$ cat src/map_pkg.sv
package map_pkg;

	// cpu side buses
	typedef logic [15:0] cpu_addr_t;
	typedef logic [7:0]  cpu_data_t;

	// ppu side bus
	typedef logic [13:0] ppu_addr_t;

	// cartridge memory addresses
	typedef logic [16:0] prg_addr_t; // 128K of PRG ROM
	typedef logic [16:0] chr_addr_t; // 128K of CHR
	typedef logic [12:0] srm_addr_t; // 8K of work RAM

	// host side save-state slot number
	typedef logic [7:0] ss_addr_t;

	// the mapper only keeps three bits per register
	typedef logic [2:0] reg_val_t;
	typedef logic [2:0] reg_idx_t;

	// bank numbers that land on the upper address lines
	typedef logic [1:0] prg_bank_t;  // selects a 32K PRG window
	typedef logic [3:0] chr_bank_t;  // selects an 8K CHR window
	typedef logic [1:0] mirror_mode_t;

	// size of the indexed register file
	localparam int num_regs = 8;

	// slots 0 to 7 map straight onto the registers
	localparam ss_addr_t ss_slot_index  = 8'd8;   // index register
	localparam ss_addr_t ss_slot_map_id = 8'd127; // read-only board number

endpackage
$ cat src/map_243.sv
module map_243
#(
	parameter int map_idx = 243
)
(
	input  logic               m2,
	input  logic               map_rst,
	input  map_pkg::cpu_addr_t cpu_addr,
	input  map_pkg::cpu_data_t cpu_dat,
	input  logic               cpu_rw,
	input  map_pkg::ppu_addr_t ppu_addr,
	input  logic               ppu_oe,
	input  logic               ppu_we,
	input  logic               chr_ram_en,
	input  logic               ss_act,
	input  logic               ss_we,
	input  map_pkg::ss_addr_t  ss_addr,
	output map_pkg::prg_addr_t prg_addr,
	output map_pkg::chr_addr_t chr_addr,
	output map_pkg::srm_addr_t srm_addr,
	output logic               prg_oe,
	output logic               chr_oe,
	output logic               rom_ce,
	output logic               ram_ce,
	output logic               ram_we,
	output logic               chr_ce,
	output logic               chr_we,
	output logic               ciram_a10,
	output logic               ciram_ce,
	output logic               map_cpu_oe,
	output map_pkg::cpu_data_t map_cpu_dout,
	output map_pkg::cpu_data_t ss_rdat
);

	logic idx_we;
	logic dat_we;

	map_pkg::prg_bank_t    prg_bank;
	map_pkg::chr_bank_t    chr_bank;
	map_pkg::mirror_mode_t mirror_mode;

	assign srm_addr = cpu_addr[12:0]; // work RAM is never banked
	assign prg_oe   = cpu_rw;
	assign chr_oe   = !ppu_oe;

	cpu_decode i_cpu_decode
	(
		.cpu_addr   (cpu_addr),
		.cpu_rw     (cpu_rw),
		.rom_ce     (rom_ce),
		.ram_ce     (ram_ce),
		.ram_we     (ram_we),
		.idx_we     (idx_we),
		.dat_we     (dat_we),
		.map_cpu_oe (map_cpu_oe)
	);

	bank_regs #(.map_idx(map_idx)) i_bank_regs
	(
		.m2           (m2),
		.map_rst      (map_rst),
		.idx_we       (idx_we),
		.dat_we       (dat_we),
		.cpu_dat      (cpu_dat),
		.ss_act       (ss_act),
		.ss_we        (ss_we),
		.ss_addr      (ss_addr),
		.map_cpu_dout (map_cpu_dout),
		.ss_rdat      (ss_rdat),
		.prg_bank     (prg_bank),
		.chr_bank     (chr_bank),
		.mirror_mode  (mirror_mode)
	);

	addr_map i_addr_map
	(
		.cpu_addr    (cpu_addr),
		.ppu_addr    (ppu_addr),
		.ppu_we      (ppu_we),
		.chr_ram_en  (chr_ram_en),
		.prg_bank    (prg_bank),
		.chr_bank    (chr_bank),
		.mirror_mode (mirror_mode),
		.prg_addr    (prg_addr),
		.chr_addr    (chr_addr),
		.ciram_a10   (ciram_a10),
		.ciram_ce    (ciram_ce),
		.chr_ce      (chr_ce),
		.chr_we      (chr_we)
	);

endmodule

$ cat src/addr_map.sv
module addr_map
(
	input  map_pkg::cpu_addr_t    cpu_addr,
	input  map_pkg::ppu_addr_t    ppu_addr,
	input  logic                  ppu_we,
	input  logic                  chr_ram_en,
	input  map_pkg::prg_bank_t    prg_bank,
	input  map_pkg::chr_bank_t    chr_bank,
	input  map_pkg::mirror_mode_t mirror_mode,
	output map_pkg::prg_addr_t    prg_addr,
	output map_pkg::chr_addr_t    chr_addr,
	output logic                  ciram_a10,
	output logic                  ciram_ce,
	output logic                  chr_ce,
	output logic                  chr_we
);

	// 32K PRG window at 8000, bank on the two top lines
	assign prg_addr = {prg_bank, cpu_addr[14:0]};

	// 8K CHR window covering the whole pattern table space
	assign chr_addr = {chr_bank, ppu_addr[12:0]};

	// A13 high means nametable space, which goes to the console's own VRAM
	assign ciram_ce = !ppu_addr[13];
	assign chr_ce   = ciram_ce; // CHR is only selected below 2000

	// CHR RAM boards take PPU writes in pattern space, ppu_we is low-true
	assign chr_we = chr_ram_en & !ppu_we & ciram_ce;

	// nametable mirroring
	always_comb
	begin
		case (mirror_mode)
			2'd0:
				ciram_a10 = ppu_addr[11]; // horizontal
			2'd1:
				ciram_a10 = ppu_addr[10]; // vertical
			2'd2:
				// L-shaped, only the first nametable uses page 0
				ciram_a10 = ppu_addr[11:10] != 2'd0;
			default:
				ciram_a10 = 1'b1; // single screen, upper page
		endcase
	end

	// a CHR RAM write always has the CHR chip selected
	always_comb
	begin
		assert (!chr_we || chr_ce)
		else $error("chr_we active without chr_ce at %h", ppu_addr);
	end

endmodule

$ cat src/bank_regs.sv
module bank_regs
#(
	parameter int map_idx = 243
)
(
	input  logic                  m2,
	input  logic                  map_rst,
	input  logic                  idx_we,
	input  logic                  dat_we,
	input  map_pkg::cpu_data_t    cpu_dat,
	input  logic                  ss_act,
	input  logic                  ss_we,
	input  map_pkg::ss_addr_t     ss_addr,
	output map_pkg::cpu_data_t    map_cpu_dout,
	output map_pkg::cpu_data_t    ss_rdat,
	output map_pkg::prg_bank_t    prg_bank,
	output map_pkg::chr_bank_t    chr_bank,
	output map_pkg::mirror_mode_t mirror_mode
);

	// board 150 also routes register 2 bit 0 onto the PRG bank
	localparam bit prg_or_r2 = (map_idx == 150);

	map_pkg::reg_idx_t reg_idx;
	map_pkg::reg_val_t regs [map_pkg::num_regs];

	logic ss_reg_hit;
	logic ss_idx_hit;
	map_pkg::reg_idx_t ss_sel;

	assign ss_reg_hit = ss_addr < map_pkg::num_regs;
	assign ss_idx_hit = ss_addr == map_pkg::ss_slot_index;
	assign ss_sel     = map_pkg::reg_idx_t'(ss_addr); // low bits pick the register

	// everything moves on the falling edge of m2, once the cpu data is stable
	always_ff @(negedge m2)
	begin
		if (ss_act)
		begin
			// host owns the registers while a state is saved or restored
			if (ss_we && ss_reg_hit)
				regs[ss_sel] <= cpu_dat[2:0];
			if (ss_we && ss_idx_hit)
				reg_idx <= cpu_dat[2:0];
		end
		else if (map_rst)
		begin
			regs[4] <= '0; // 0 to 3 and the index survive a console reset
			regs[5] <= '0;
			regs[6] <= '0;
			regs[7] <= '0;
		end
		else
		begin
			if (idx_we)
				reg_idx <= cpu_dat[2:0];
			if (dat_we)
				regs[reg_idx] <= cpu_dat[2:0];
		end
	end

	assign map_cpu_dout = {5'd0, regs[reg_idx]};

	// save-state readback
	always_comb
	begin
		if (ss_reg_hit)
			ss_rdat = {5'd0, regs[ss_sel]};
		else if (ss_idx_hit)
			ss_rdat = {5'd0, reg_idx};
		else if (ss_addr == map_pkg::ss_slot_map_id)
			ss_rdat = map_pkg::cpu_data_t'(map_idx);
		else
			ss_rdat = 8'hFF; // unused slots
	end

	// bank numbers for the address builder
	always_comb
	begin
		chr_bank    = {regs[2][0], regs[4][0], regs[6][1:0]};
		mirror_mode = regs[7][2:1];
		prg_bank    = regs[5][1:0];
		if (prg_or_r2)
			prg_bank = prg_bank | {1'b0, regs[2][0]};
	end

	// the host port drives ss_we only inside an active save-state window
	assert property (@(negedge m2) ss_we |-> ss_act)
	else $error("save-state write with ss_act low");

endmodule

$ cat src/cpu_decode.sv
module cpu_decode
(
	input  map_pkg::cpu_addr_t cpu_addr,
	input  logic               cpu_rw,
	output logic               rom_ce,
	output logic               ram_ce,
	output logic               ram_we,
	output logic               idx_we,
	output logic               dat_we,
	output logic               map_cpu_oe
);

	// the register window repeats wherever A15, A14 and A8 match 0, 1, 1
	localparam map_pkg::cpu_addr_t reg_win_mask  = 16'hC100;
	localparam map_pkg::cpu_addr_t reg_win_match = 16'h4100;

	logic regs_ce;
	logic cpu_wr;

	assign cpu_wr  = !cpu_rw; // rw is high for a read
	assign regs_ce = (cpu_addr & reg_win_mask) == reg_win_match;

	assign rom_ce = cpu_addr[15];               // 8000-FFFF
	assign ram_ce = cpu_addr[15:13] == 3'b011;  // 6000-7FFF
	assign ram_we = ram_ce & cpu_wr;

	// A0 splits the window into the index port and the data port
	always_comb
	begin
		idx_we     = regs_ce & cpu_wr & !cpu_addr[0];
		dat_we     = regs_ce & cpu_wr & cpu_addr[0];
		map_cpu_oe = regs_ce & cpu_rw & cpu_addr[0]; // only the data port reads back
	end

	// the enables feed separate chips, so an overlap would drive the data bus twice
	always_comb
	begin
		assert (!(rom_ce && ram_ce))
		else $error("rom_ce and ram_ce both active at %h", cpu_addr);
	end

	// a single bus cycle never hits both ports
	always_comb
	begin
		assert (!(idx_we && dat_we))
		else $error("idx_we and dat_we both active at %h", cpu_addr);
	end

endmodule

$ cat config.mk
export PLATFORM = sky130hd
export DESIGN_NAME = map_243
export DESIGN_NICKNAME = d
export VERILOG_FILES = /design/src/map_pkg.sv /design/src/map_243.sv /design/src/addr_map.sv /design/src/bank_regs.sv /design/src/cpu_decode.sv
export SDC_FILE = /design/constraint.sdc
export NUM_CORES = 1
export LEC_CHECK = 0
export ABC_AREA = 0
export BUFFER_PORTS_ARGS = -buffer_cell sky130_fd_sc_hd__buf_2
export CAP_MARGIN = 25
export CORE_ASPECT_RATIO = 1.1
export CORE_MARGIN = 3
export CORE_UTILIZATION = 48
export CTS_CLUSTER_SIZE = 30
export DETAILED_ROUTE_END_ITERATION = 12
export MAX_ROUTING_LAYER = met4
export PLACE_DENSITY = 0.87
export SLEW_MARGIN = 20
export SYNTH_ARGS = -nofsm -noshare
export SYNTH_HDL_FRONTEND = slang
export SYNTH_SLANG_ARGS = --single-unit
$ cat constraint.sdc
create_clock -name m2 -period 2.7 [get_ports m2]
set_input_delay 0.135 -clock m2 [delete_from_list [all_inputs] [get_ports m2]]
set_output_delay 0.135 -clock m2 [all_outputs]
set_load 0.02 [all_outputs]
==> flow_summary.toml <==
[outcome]
status = "complete, but fails checks"
violations = "negative setup slack"

[power]
ir_worst_vdd_uv = 324.8
comb_power_share_pct = 14.0
seq_power_share_pct = 37.5
switching_share_pct = 31.43
switching_power_w = 0.0004074
p_clk_share_pct = 48.5
cell_internal_pwr_w = 0.0008890
p_leak_nw = 1.393
p_per_area_mw_per_mm2 = 456.2

[cells_and_area]
layout-drive-gt1-share_pct = 50.85
mostFrequentLayoutCell = "buf_2"
area_growth_pct = 30.07
final_cell_mix = "52 x buf_2, 41 x buf_4, 36 x inv_1"
fillCellCount = 325
final_cells = 349
nets = 348
antenna_cells = 0

[global_route]
grt_max_degree = 16
grt_overflow = 0
grt_pass1_wl_mm = 9.197
grt_use_total_pct = 22.50
first_global_vias = 1972
antenna_found_initial = 0

[sta]
rsz0062_at_grt = "true"
finalSetupTns_ps = -2936
max-slew-margin-rel_pct = 56.24
finalHoldViolations = 0
setup_viol = 12
finalWorstSetupSlack_ps = -516.5
fin_skew_ps = 14.25
report.final.slew_viol_count = 0
tightest_slew_ps = 652.4

[place]
dp_hpwl_mm = 4.535
place.gp.congestion = 0.8660
io_buffers = 61
dp_cells = 308

[setup_path]
path_max_fanout = 5
worstPathCellList = "buf_12 -> mux4_2 -> mux2_4 -> buf_6"
regToRegStartpoint = "i_bank_regs.reg_idx[2]$_DFFE_NP_"
endpoint_kind = "output pin"
arrival_ps = 3080
critPathSlowestCell = "mux4_2"
timing.rr.end = "i_bank_regs.regs[0][0]$_DFFE_NP_"
crit_end = "map_cpu_dout[2]"
ff2ff_path_depth = 3
crit_path_start_kind = "flop"
critPathKind = "flop to output pin"
slowest_delay_ps = 500
r2r_slack_ps = 1160
crit_required_ps = 2570

[synth]
async_flop_share_pct = 0
syn-cell-area_sq_mm = 0.002185
synth-seq-cells = 30
ys_seq_area_share_pct = 34.36
synth_cell_type_count = 38
syn_area_per_cell_sq_um = 10.02
synth-main-ff-cell = "edfxtp_1"
ys_warn_count = 0
syn_inst = 218
synth_edf_count = 15

[routing]
via_count = 1921
drt_iter0_drc = 113
antenna_left = 0
drc = 0
wl_mm = 6.284
dr.pass1.iters = 5
wl_per_cell_um = 18.01
vias_per_cell = 5.504

[clocking]
cts_buffers = 5
holdBufCountCts = 0
cts_buffer_depth = 2
clkTransAtPathRegs_ps = 30
clk-insertion-delay-late_ps = 360
h-tree-depth = 2
cts_tree = "done"
cts_sinks = 30
cts_root_buffer = "clkbuf_8"

[min_path]
whs_path_depth = 0
min_path_type = "input port to output pin"

[floorplan]
num_io_pins = 127
die_w_um = 70.33
num_rows = 25
die_y_um = 76.76
dieArea_sq_mm = 0.005398
core-area_sq_mm = 0.004348
start_util_pct = 50.24

[flow_run]
max_cap_viol_count = 0
[worst min path at each step]
stage	to	start	slack, ps
2_1_floorplan	chr_oe	ppu_oe	350
3_3_place_gp	chr_addr[6]	ppu_addr[6]	270
3_5_place_dp	chr_addr[6]	ppu_addr[6]	270
4_1_cts	chr_addr[6]	ppu_addr[6]	270
5_1_grt	prg_addr[5]	cpu_addr[5]	270
6_report	chr_addr[3]	ppu_addr[3]	270
[per-stage QoR]
| step | setup WS, ps | util [%] | hold slack [ps] | cell area [sq um] | total power (W) |
|---|---|---|---|---|---|
| after CTS | -531.9 | 62.65 | 270.1 | 2724 | 0.001290 |
| after floorplan | -174.4 | - | 346.6 | 2252 | 0.0007316 |
| after detailed placement | -413.6 | 56.00 | 270.1 | 2435 | 0.0007245 |
| final | -516.5 | 65.35 | 270.0 | 2841 | 0.001296 |
| after global routing | -549.8 | 65.35 | 270.0 | 2841 | 0.001369 |
| after global placement | -338.1 | 56.00 | 270.1 | 2435 | 0.0007208 |
[cell families (layout without fill, tap and decap cells)]
logic type	count (synthesis)	after routing	synth area share, %
buffers and inverters	72	145	22.39
and+or+nand+nor	61	61	15.46
muxes	34	34	21.65
DFF	30	30	34.36
AOI/OAI and AO/OA	20	20	5.956
other	1	5	0.1717
[Yosys cell counts, types with 2 or more instances]
| cell type | n | share of area, % |
|---|---|---|
| buf_4 | 58 | 20 |
| nand2_1 | 22 | 3.8 |
| mux2i_1 | 18 | 8.2 |
| dfxtp_1 | 15 | 14 |
| edfxtp_1 | 15 | 21 |
| nor2_1 | 12 | 2.1 |
| mux4_2 | 10 | 10 |
| clkbuf_1 | 7 | 1.2 |
| inv_1 | 6 | 1.0 |
| mux2_2 | 6 | 3.1 |
| nor3_1 | 6 | 1.4 |
| a21oi_1 | 5 | 1.1 |
| o22ai_1 | 4 | 1.1 |
| nor4_1 | 3 | 0.86 |
| a211oi_1 | 2 | 0.69 |
| and3_1 | 2 | 0.57 |
| nand4_1 | 2 | 0.57 |
| nand4b_1 | 2 | 0.80 |
| nor2b_1 | 2 | 0.57 |
| o211ai_1 | 2 | 0.69 |
| o21ai_0 | 2 | 0.46 |
[final cells by class]
cell class              instances  area [sq um]  area share (%)
multi-input cells             120          1102           38.79
clock buffers                   5         68.82           2.422
repair buffers                102         678.2           23.87
inverters                       5         18.77          0.6605
well taps                      54         67.56           2.378
clock inverters                33         151.4           5.328
flip-flops and latches         30         754.5           26.55
[flip-flops by register name, summed over array words and instances, names as in the netlist, named ones only]
signal / cells
i_bank_regs.regs: 24
i_bank_regs.reg_idx: 3
[power groups by stage]
| stage | Sequential [W] | Combinational (W) | Clock (W) |
|---|---|---|---|
| floorplan | 0.000491 | 0.000171 | 0.0000695 |
| global placement | 0.000491 | 0.000160 | 0.0000695 |
| detailed placement | 0.000492 | 0.000163 | 0.0000695 |
| CTS | 0.000486 | 0.000170 | 0.000634 |
| global route | 0.000485 | 0.000194 | 0.000690 |
| finish | 0.000486 | 0.000182 | 0.000629 |
[routing by layer]
layer  vias to the layer above  GRT usage [%]  routed length [um]
met3                        32          8.257                 710
met5                         -              -                   0
met2                       140          34.74                3153
met1                       878          24.19                2174
met4                         0          14.37                 246
li1                        871              -                   -
[repair_timing]
item,in CTS,in global routing
gates cloned,0,0
setup endpoints to repair,15,24
resized for setup,17,20
setup buffers,2,2
pin swaps,4,4
[critical path, delay by kind of cell, from the launching register on]
kind	cells	cell delay, ps
buf+inv	2	250
flops	1	330
mux	2	800
Note: power is estimated with default switching activity, not from simulation.
